### config.mk
export PLATFORM = sky130hd
export DESIGN_NAME = amber_fetch_top
export DESIGN_NICKNAME = d
export VERILOG_FILES = /design/src/rtl/amber_pcc_pkg.sv /design/src/rtl/amber_fetch_top.sv /design/src/rtl/pcc_window.sv /design/src/rtl/fetch_pc_counter.sv /design/src/rtl/priv_mode_fsm.sv
export SDC_FILE = /design/constraint.sdc
export NUM_CORES = 1
export LEC_CHECK = 0
export BUFFER_PORTS_ARGS = -buffer_cell sky130_fd_sc_hd__buf_2
export CAP_MARGIN = 20
export CELL_PAD_IN_SITES_DETAIL_PLACEMENT = 1
export CELL_PAD_IN_SITES_GLOBAL_PLACEMENT = 2
export CORE_MARGIN = 5
export CORE_UTILIZATION = 39
export DETAILED_ROUTE_END_ITERATION = 8
export GPL_TIMING_DRIVEN = 0
export HOLD_SLACK_MARGIN = 0.15
export PLACE_DENSITY = 0.86
export RECOVER_POWER = 25
export SKIP_LAST_GASP = 1
export SYNTH_ARGS = -nofsm -noshare
export SYNTH_HDL_FRONTEND = slang
export SYNTH_SLANG_ARGS = --single-unit
### constraint.sdc
create_clock -name iw_clk -period 8.64 [get_ports iw_clk]
set_input_delay 0.864 -clock iw_clk [delete_from_list [all_inputs] [get_ports iw_clk]]
set_output_delay 0.864 -clock iw_clk [all_outputs]
set_load 0.03 [all_outputs]
### src/rtl/amber_pcc_pkg.sv
`default_nettype none

package amber_pcc_pkg;

    // ------------------------------
    // Widths and base types
    // ------------------------------
    localparam int ADDR_W    = 48;
    localparam int DATA_W    = 24;
    localparam int CSR_IDX_W = 8;

    typedef logic [ADDR_W-1:0]    addr_t;
    typedef logic [DATA_W-1:0]    data_t;
    typedef logic [CSR_IDX_W-1:0] csr_idx_t;

    // ------------------------------
    // CSR window indices
    // ------------------------------
    localparam csr_idx_t CSR_IDX_STATUS      = 8'h00;
    localparam csr_idx_t CSR_IDX_PCC_BASE_LO = 8'h10;
    localparam csr_idx_t CSR_IDX_PCC_BASE_HI = 8'h11;
    localparam csr_idx_t CSR_IDX_PCC_LEN_LO  = 8'h12;
    localparam csr_idx_t CSR_IDX_PCC_LEN_HI  = 8'h13;
    localparam csr_idx_t CSR_IDX_PCC_CUR_LO  = 8'h14;
    localparam csr_idx_t CSR_IDX_PCC_CUR_HI  = 8'h15;
    localparam csr_idx_t CSR_IDX_PCC_PERMS   = 8'h16;
    localparam csr_idx_t CSR_IDX_PCC_TAG     = 8'h17;

    // Execute permission inside the PERMS word
    localparam int PERM_X_BIT = 2;

    // Reset state of the fetch front end
    localparam addr_t PC_RESET          = '0;
    localparam logic  MODE_RESET_KERNEL = 1'b1;
    localparam addr_t PCC_RESET_BASE    = '0;
    localparam data_t PCC_RESET_PERMS   = data_t'(1) << PERM_X_BIT;
    localparam logic  PCC_RESET_TAG     = 1'b1;

    // Flag view of a CSR word, shared by PERMS, TAG and STATUS
    typedef struct packed {
        logic [20:0] rsvd_hi;
        logic        exec;
        logic        rsvd_lo;
        logic        flag;
    } csr_flags_t;

    // A written CSR word, read as an address half or as flags
    typedef union packed {
        data_t      half;
        csr_flags_t flags;
    } csr_word_u;

endpackage

`default_nettype wire
### src/rtl/amber_fetch_top.sv
`timescale 1ns/1ns
`default_nettype none

module amber_fetch_top #(
    parameter int unsigned PCC_RESET_LEN = 4096
) (
    input  wire                           iw_clk,
    input  wire                           iw_rst,
    input  wire logic                     stall,
    input  wire logic                     branch_taken,
    input  wire amber_pcc_pkg::addr_t     branch_pc,
    input  wire logic                     syscall,
    input  wire logic                     kret,
    input  wire logic                     csr_we,
    input  wire amber_pcc_pkg::csr_idx_t  csr_waddr,
    input  wire amber_pcc_pkg::data_t     csr_wdata,
    input  wire amber_pcc_pkg::csr_idx_t  csr_raddr,
    output amber_pcc_pkg::addr_t          pc,
    output logic                          fetch_ok,
    output logic                          mode_kernel,
    output amber_pcc_pkg::data_t          csr_rdata
);

    // Write word as seen by the decoding blocks
    amber_pcc_pkg::csr_word_u csr_word;

    assign csr_word = csr_wdata;

    // ------------------------------
    // Privilege state
    // ------------------------------
    priv_mode_fsm u_priv_mode_fsm (
        .iw_clk     (iw_clk),
        .iw_rst     (iw_rst),
        .syscall    (syscall),
        .kret       (kret),
        .csr_we     (csr_we),
        .csr_waddr  (csr_waddr),
        .csr_wdata  (csr_word),
        .mode_kernel(mode_kernel)
    );

    // ------------------------------
    // Fetch PC
    // ------------------------------
    fetch_pc_counter u_fetch_pc_counter (
        .iw_clk      (iw_clk),
        .iw_rst      (iw_rst),
        .stall       (stall),
        .branch_taken(branch_taken),
        .branch_pc   (branch_pc),
        .fetch_ok    (fetch_ok),
        .pc          (pc)
    );

    // ------------------------------
    // PCC window and CSR view
    // ------------------------------
    pcc_window #(
        .PCC_RESET_LEN(PCC_RESET_LEN)
    ) u_pcc_window (
        .iw_clk     (iw_clk),
        .iw_rst     (iw_rst),
        .mode_kernel(mode_kernel),
        .pc         (pc),
        .csr_we     (csr_we),
        .csr_waddr  (csr_waddr),
        .csr_wdata  (csr_word),
        .csr_raddr  (csr_raddr),
        .fetch_ok   (fetch_ok),
        .csr_rdata  (csr_rdata)
    );

endmodule

`default_nettype wire

### src/rtl/pcc_window.sv
`timescale 1ns/1ns
`default_nettype none

module pcc_window #(
    parameter int unsigned PCC_RESET_LEN = 4096
) (
    input  wire                            iw_clk,
    input  wire                            iw_rst,
    input  wire logic                      mode_kernel,
    input  wire amber_pcc_pkg::addr_t      pc,
    input  wire logic                      csr_we,
    input  wire amber_pcc_pkg::csr_idx_t   csr_waddr,
    input  wire amber_pcc_pkg::csr_word_u  csr_wdata,
    input  wire amber_pcc_pkg::csr_idx_t   csr_raddr,
    output logic                           fetch_ok,
    output amber_pcc_pkg::data_t           csr_rdata
);

    localparam int HALF = amber_pcc_pkg::DATA_W;

    amber_pcc_pkg::addr_t base_q;
    amber_pcc_pkg::addr_t len_q;
    amber_pcc_pkg::data_t perms_q;
    logic                 tag_q;

    logic                      kernel_wr;
    logic [amber_pcc_pkg::ADDR_W:0] limit;
    logic                      in_bounds;

    assign kernel_wr = csr_we && mode_kernel;

    // ------------------------------
    // Window registers
    // ------------------------------
    always_ff @(posedge iw_clk or posedge iw_rst) begin
        if (iw_rst) begin
            base_q  <= amber_pcc_pkg::PCC_RESET_BASE;
            len_q   <= amber_pcc_pkg::addr_t'(PCC_RESET_LEN);
            perms_q <= amber_pcc_pkg::PCC_RESET_PERMS;
            tag_q   <= amber_pcc_pkg::PCC_RESET_TAG;
        end else if (kernel_wr) begin
            case (csr_waddr)
                amber_pcc_pkg::CSR_IDX_PCC_BASE_LO: begin
                    base_q[HALF-1:0] <= csr_wdata.half;
                end
                amber_pcc_pkg::CSR_IDX_PCC_BASE_HI: begin
                    base_q[2*HALF-1:HALF] <= csr_wdata.half;
                end
                amber_pcc_pkg::CSR_IDX_PCC_LEN_LO: begin
                    len_q[HALF-1:0] <= csr_wdata.half;
                end
                amber_pcc_pkg::CSR_IDX_PCC_LEN_HI: begin
                    len_q[2*HALF-1:HALF] <= csr_wdata.half;
                end
                amber_pcc_pkg::CSR_IDX_PCC_PERMS: begin
                    // Only the execute permission is defined
                    perms_q <= '0;
                    perms_q[amber_pcc_pkg::PERM_X_BIT] <= csr_wdata.flags.exec;
                end
                amber_pcc_pkg::CSR_IDX_PCC_TAG: begin
                    tag_q <= csr_wdata.flags.flag;
                end
                default: begin
                    // Cursor follows the PC, STATUS belongs to the mode FSM
                end
            endcase
        end
    end

    // ------------------------------
    // Fetch check
    // ------------------------------
    // One extra bit so a window at the top of memory does not wrap
    assign limit     = {1'b0, base_q} + {1'b0, len_q};
    assign in_bounds = (pc >= base_q) && ({1'b0, pc} < limit);
    assign fetch_ok  = tag_q && perms_q[amber_pcc_pkg::PERM_X_BIT] && in_bounds;

    // ------------------------------
    // CSR read view
    // ------------------------------
    always_comb begin
        case (csr_raddr)
            amber_pcc_pkg::CSR_IDX_STATUS: begin
                csr_rdata = amber_pcc_pkg::data_t'(mode_kernel);
            end
            amber_pcc_pkg::CSR_IDX_PCC_BASE_LO: csr_rdata = base_q[HALF-1:0];
            amber_pcc_pkg::CSR_IDX_PCC_BASE_HI: csr_rdata = base_q[2*HALF-1:HALF];
            amber_pcc_pkg::CSR_IDX_PCC_LEN_LO:  csr_rdata = len_q[HALF-1:0];
            amber_pcc_pkg::CSR_IDX_PCC_LEN_HI:  csr_rdata = len_q[2*HALF-1:HALF];
            // Cursor is the live fetch PC
            amber_pcc_pkg::CSR_IDX_PCC_CUR_LO:  csr_rdata = pc[HALF-1:0];
            amber_pcc_pkg::CSR_IDX_PCC_CUR_HI:  csr_rdata = pc[2*HALF-1:HALF];
            amber_pcc_pkg::CSR_IDX_PCC_PERMS:   csr_rdata = perms_q;
            amber_pcc_pkg::CSR_IDX_PCC_TAG: begin
                csr_rdata = amber_pcc_pkg::data_t'(tag_q);
            end
            default: csr_rdata = '0;
        endcase
    end

    // User mode cannot touch the window, whatever index it writes
    a_user_write_blocked: assert property (
        @(posedge iw_clk) disable iff (iw_rst)
        (csr_we && !mode_kernel) |=>
            $stable(base_q) && $stable(len_q) && $stable(perms_q) && $stable(tag_q)
    );

endmodule

`default_nettype wire

### src/rtl/fetch_pc_counter.sv
`timescale 1ns/1ns
`default_nettype none

module fetch_pc_counter (
    input  wire                          iw_clk,
    input  wire                          iw_rst,
    input  wire logic                    stall,
    input  wire logic                    branch_taken,
    input  wire amber_pcc_pkg::addr_t    branch_pc,
    input  wire logic                    fetch_ok,
    output amber_pcc_pkg::addr_t         pc
);

    // ------------------------------
    // Fetch PC
    // ------------------------------
    // Branch beats stall, stall beats the increment
    always_ff @(posedge iw_clk or posedge iw_rst) begin
        if (iw_rst) begin
            pc <= amber_pcc_pkg::PC_RESET;
        end else if (branch_taken) begin
            pc <= branch_pc;
        end else if (!stall && fetch_ok) begin
            pc <= pc + amber_pcc_pkg::addr_t'(1);
        end
    end

    // A failed PCC check freezes fetch until a branch moves the PC
    a_hold_on_violation: assert property (
        @(posedge iw_clk) disable iff (iw_rst)
        (!branch_taken && !stall && !fetch_ok) |=> $stable(pc)
    );

endmodule

`default_nettype wire

### src/rtl/priv_mode_fsm.sv
`timescale 1ns/1ns
`default_nettype none

module priv_mode_fsm (
    input  wire                            iw_clk,
    input  wire                            iw_rst,
    input  wire logic                      syscall,
    input  wire logic                      kret,
    input  wire logic                      csr_we,
    input  wire amber_pcc_pkg::csr_idx_t   csr_waddr,
    input  wire amber_pcc_pkg::csr_word_u  csr_wdata,
    output logic                           mode_kernel
);

    logic status_wr;
    logic mode_next;

    // STATUS is writable from kernel only, judged on the current mode
    assign status_wr = csr_we && mode_kernel &&
                       (csr_waddr == amber_pcc_pkg::CSR_IDX_STATUS);

    // ------------------------------
    // Next state
    // ------------------------------
    always_comb begin
        mode_next = mode_kernel;
        if (status_wr) begin
            mode_next = csr_wdata.flags.flag;
        end
        // Trap entry and return override a STATUS write
        if (syscall) begin
            mode_next = 1'b1;
        end else if (kret) begin
            mode_next = 1'b0;
        end
    end

    always_ff @(posedge iw_clk or posedge iw_rst) begin
        if (iw_rst) begin
            mode_kernel <= amber_pcc_pkg::MODE_RESET_KERNEL;
        end else begin
            mode_kernel <= mode_next;
        end
    end

    // Only one trap branch can retire per cycle
    a_one_trap: assert property (
        @(posedge iw_clk) disable iff (iw_rst) !(syscall && kret)
    );

endmodule

`default_nettype wire

=== Word level (Yosys, flattened, before mapping) ===
Cells that the tools add are included.

* Add/subtract/negate cells: 2
* Equality and inequality tests: 14
* Reductions and logical operators: 17
* $lt $le $gt $ge: 2
* Mux-type cells: 6

{| class="wikitable"
|+ Operators by type and width
! kind !! count
|-
| 24-bit one-hot mux with 9 select lines || 1
|-
| 8-bit by 5-bit equality test with 1-bit output (second input constant) || 14
|-
| 48-bit 2-to-1 mux || 2
|-
| 48-bit by 48-bit adder with 49-bit output || 1
|-
| 48-bit by 49-bit < comparator with 1-bit output || 1
|-
| 48-bit by 1-bit adder with 48-bit output (second input constant) || 1
|-
| 48-bit greater-or-equal comparator || 1
|-
| 8-bit logical NOT || 2
|-
| 2-bit AND reduction || 6
|-
| 1-bit logical AND || 6
|-
| 1-bit 2-to-1 mux || 3
|-
| 3-bit nonzero test || 1
|-
| 2-bit nonzero test || 1
|-
| 1-bit logical NOT || 1
|}

* Output and inout bits: 74
* Register bits after elaboration: 147
* Bits of input ports: 95
* Word-level logic and storage cells: 49

=== Depth between registers and ports, before layout ===
* Depth in word-level cells: 7
* Gate-level depth with buffers: 23
* Mapped depth without buffers: 22

=== Hierarchy ===
From an unflattened synthesis, not the netlist that was laid out.

* Cell total of the unflattened synthesis: 1339
* Area total of the unflattened synthesis: 12339.3 sq um

{| class="wikitable"
|+ Modules (own cells, without submodules)
! module !! times used !! area each (sq um) !! seq. area each (sq um) !! cells each
|-
| pcc_window || 1 || 9516.6 || 2456.1 || 1026
|-
| fetch_pc_counter || 1 || 2747.6 || 1201.2 || 305
|-
| priv_mode_fsm || 1 || 75.1 || 26.3 || 8
|}

=== Worst setup path before layout ===
OpenSTA, ideal clock, no wires.

* Path kind: flip-flop to output port
* Start point: reg u_pcc_window.base_q[0]
* End point: out fetch_ok
* Cell stages (with the launch flop): 22
* Arrival time: 4.403 ns
* Path buffers: 1
* Setup slack: 3.373 ns
* Required time: 7.776 ns
* Path through: dfrtp_1 ha_1 inv_1 fa_1 nand2b_1 a21oi_2 o211ai_2 o21a_1 o31ai_1 a21o_1 a31oi_1 mux2i_1 a2111oi_1 ha_1 a21o_1 a21oi_1 nor2b_1 o21ai_0 o211ai_1 o22ai_4 buf_2 o21a_1

* Longest elaborated chain between the ends: 4
* Elaborated cells on any way between the ends: 5
* Those cells by class: add/sub (1); order compare (2); reduce/logical (2)

{| class="wikitable"
|+ Ends and longest elaborated chain
! element !! line !! RTL
|-
| start, declared || pcc_window.sv:21 || <nowiki>amber_pcc_pkg::addr_t base_q;</nowiki>
|-
| start signal, assigned || pcc_window.sv:37 || <nowiki>base_q <= amber_pcc_pkg::PCC_RESET_BASE;</nowiki>
|-
| start signal, assigned by index || pcc_window.sv:44 || <nowiki>base_q[HALF-1:0] <= csr_wdata.half;</nowiki>
|-
| start signal, assigned by index || pcc_window.sv:47 || <nowiki>base_q[2*HALF-1:HALF] <= csr_wdata.half;</nowiki>
|-
| 48-bit by 48-bit adder with 49-bit output || pcc_window.sv:74 || <nowiki>assign limit = {1'b0, base_q} + {1'b0, len_q};</nowiki>
|-
| 48-bit by 49-bit < comparator with 1-bit output || pcc_window.sv:75 || <nowiki>assign in_bounds = (pc >= base_q) && ({1'b0, pc} < limit);</nowiki>
|-
| 1-bit logical AND * || pcc_window.sv:75 ||
|-
| 1-bit logical AND * || pcc_window.sv:76 || <nowiki>assign fetch_ok = tag_q && perms_q[amber_pcc_pkg::PERM_X_BIT] && in_bounds;</nowiki>
|-
| end, declared || amber_fetch_top.sv:19 || <nowiki>output logic fetch_ok,</nowiki>
|}

Every way passes the cells marked *; elsewhere a longest branch is shown, timed or not.

=== Final worst setup path ===
Ends and elaborated chain as after synthesis.

==> results.ini <==
[placed_design]
dpl.hpwl_mm = 40.8
gp_congestion = 0.981
place_worst_setup_slack_ns = 1.80
portBuffers = 166
dpl-instance-area_sq_um = 14200
place_inst = 2064

[clock_tree]
clkTransAtPathRegs_ns = 0.07
cts_buffers = 17
htree_levels = 4
cts_tree = yes
postCtsResizedCells = 0
cts_root_buf = clkbuf_16
clockBufferDepth = 2
cts_setup_buffers = 0
holdBufCountCts = 0
clk_latency_ns = 0.47
clock_sink_count = 147

[final_layout]
final_common_cell = buf_2
area_growth_pct = 15.4
final_cells = 2096
diodes = 0
nets = 1881
layout_common_cells = buf_2 (177), nand2_1 (156), ha_1 (144)
fin_area_sq_um = 14800
drive_gt1_frac = 0.203

[min_path]
min_path_type = in -> reg
worst_hold_path.num_cells = 2

[detailed_routing]
vias = 12728
post-route-drc-count = 0
via_per_inst = 6.07
drtPass1Iterations = 5
ant_nets = 0
routed_wl_mm = 52.2
avgRoutedWirePerCell_microns = 24.9
drtIter0Drc = 946

[timing]
grt_setup_unrepaired = no
fin_ws_ns = 1.25
tightest_slew_ns = 4.08
max_freq_mhz = 135
setup_viol = 0
min_period_ns = 7.39
finalMaxSlewViolations = 150
hold_viol = 0
finalSetupTns_ns = 0
slew_headroom = -1.74
skew_ns = 0.0142
timing.final.crit_share = 0.856

[synthesis]
synth_enable_flop_cells = 0
synth_compound_area_frac = 0.204
synthFlopType = dfrtp_1
synth_cells = 1455
synth_area_leaders = dfrtp_1 (28%), ha_1 (14%), mux2_2 (8.6%), nand2_1 (4.6%), mux2i_1 (3.1%)
synthAdderAreaFrac = 0.142
synth_xor_area_frac = 0.0369
synth_top_area_frac = 0.279
async_flop_share = 1.00
synth_largest_area_cell = dfrtp_1
synth-simple-area-share = 0.164
yosys_warnings = 0
synth_top_family_by_area = compound AO/OA/AOI/OAI gates
synth_mux_area_frac = 0.117
ys_ff_latch = 147
syn_nets = 1695
syn_area_sq_um = 12800
synth.yosys.seq_area_share = 0.287
syn_avg_cell_area_sq_um = 8.81
ys_types = 77

[pwr]
power_density_nw_per_um2 = 138
power.leakage_nw = 6.81
total_power_mw = 2.04
vdd_drop_max_uv = 146

[setup_path]
worstPathRequired_ns = 7.78
worstSetupPathType = reg -> out
end_kind = primary output
ff2ff_path_depth = 23
start_kind = flip-flop
rrSetupSlack_ns = 2.07
critical_path.startpoint = u_pcc_window.base_q[0]
crit_arrival_ns = 6.53
endpoint = fetch_ok
r2r_start = u_pcc_window.base_q[0]
critPathMaxFanout = 10
rr_endpoint = u_fetch_pc_counter.pc[14]

[grt]
grt_antenna_before_repair = 0
grt_overflow_total = 0
grt_usage = 0.286
grt_pass1_wl_mm = 79.0
grt_max_degree = 86
grt_pass1_vias = 12999

[run_status]
status = finished with violations
violations = max-capacitance violations, max-slew violations

[die]
die_y_microns = 191
die_w_microns = 191
dieArea_sq_um = 36600
num_rows = 66
num_io_pins = 169
start_util = 0.395
fp.coreArea_sq_um = 32500

[flow_run]
max_cap_violations = 2

## stage by stage
step	hold slack (ns)	utilization
final	0.547	0.456
after global routing	0.539	0.456
after CTS	0.528	0.457
after detailed placement	0.534	0.439
after global placement	0.523	0.438
after floorplan	0.509	-
## critical path, cell delays in order (launching register included)
cell and delay [ns]:
dfrtp_1 0.44, ha_1 0.20, inv_1 0.06, fa_1 0.41, nand2b_1 0.20, a21oi_2 0.25, o211ai_2 0.19, o211ai_2 0.23
a22o_2 0.25, a21oi_1 0.17, o311ai_0 0.54, o211ai_1 0.20, xor2_1 0.19, ha_1 0.30, a211oi_1 0.21, o21ai_1 0.13
nor4_1 0.59, o31a_1 0.24, o211ai_1 0.13, o22ai_4 0.45, buf_2 0.32, o21a_1 0.16, buf_2 0.19
## logic make-up after synthesis
logic type,Yosys count
buffers and inverters,155
multiplexers,138
XOR/XNOR,54
AO/OA/AOI/OAI,381
AND/OR/NAND/NOR,435
flip-flops,147
adder cells (fa/ha/maj),145
## worst min path at each step
stage | startpoint | to | slack [ns]
floorplan | u_pcc_window.len_q[0] | u_pcc_window.len_q[0] | 0.51
global placement | u_pcc_window.len_q[6] | u_pcc_window.len_q[6] | 0.52
detailed placement | u_pcc_window.len_q[7] | u_pcc_window.len_q[7] | 0.53
CTS | kret | u_priv_mode_fsm.mode_kernel | 0.53
global route | kret | u_priv_mode_fsm.mode_kernel | 0.54
finish | kret | u_priv_mode_fsm.mode_kernel | 0.55
## power breakdown
group	leakage (nW)	total [mW]	internal (mW)	switching, mW
Combinational	4.64	0.433	0.165	0.268
Sequential	1.90	0.827	0.725	0.103
Clock	0.274	0.780	0.431	0.350
Total	6.81	2.04	1.32	0.721
## flip-flops by register name, summed over array words and instances (netlist names)
signal	count
u_priv_mode_fsm.mode_kernel	1
u_pcc_window.base_q	48
u_pcc_window.tag_q	1
u_pcc_window.perms_q	1
u_fetch_pc_counter.pc	48
u_pcc_window.len_q	48
## per-layer routing
layer	up-vias	wire length (microns)	global-route usage
li1	5796	-	-
met1	6443	23700	0.393
met2	408	24000	0.463
met3	81	2840	0.0442
met4	0	1660	0.0884
met5	-	0	0
## cells in the mapped netlist (34+ instances only)
| library cell | n |
|---|---|
| dfrtp_1 | 143 |
| inv_1 | 83 |
| o21ai_0 | 68 |
| nor2_1 | 76 |
| nand3_1 | 51 |
| mux2i_1 | 40 |
| a21oi_1 | 79 |
| nand2_1 | 156 |
| mux2_2 | 98 |
| ha_1 | 144 |
| clkbuf_1 | 54 |
| nand4_1 | 34 |
## cell type report
type,count,area [sq um]
repair buffers,167,835
well taps,442,553
clock inverters,13,153
inverters,84,317
plain buffers,71,303
flip-flops and latches,147,3680
multi-input cells,1153,8520
clock buffers,19,433
fillers,3879,17700
Note: power is estimated with default switching activity, not from simulation.
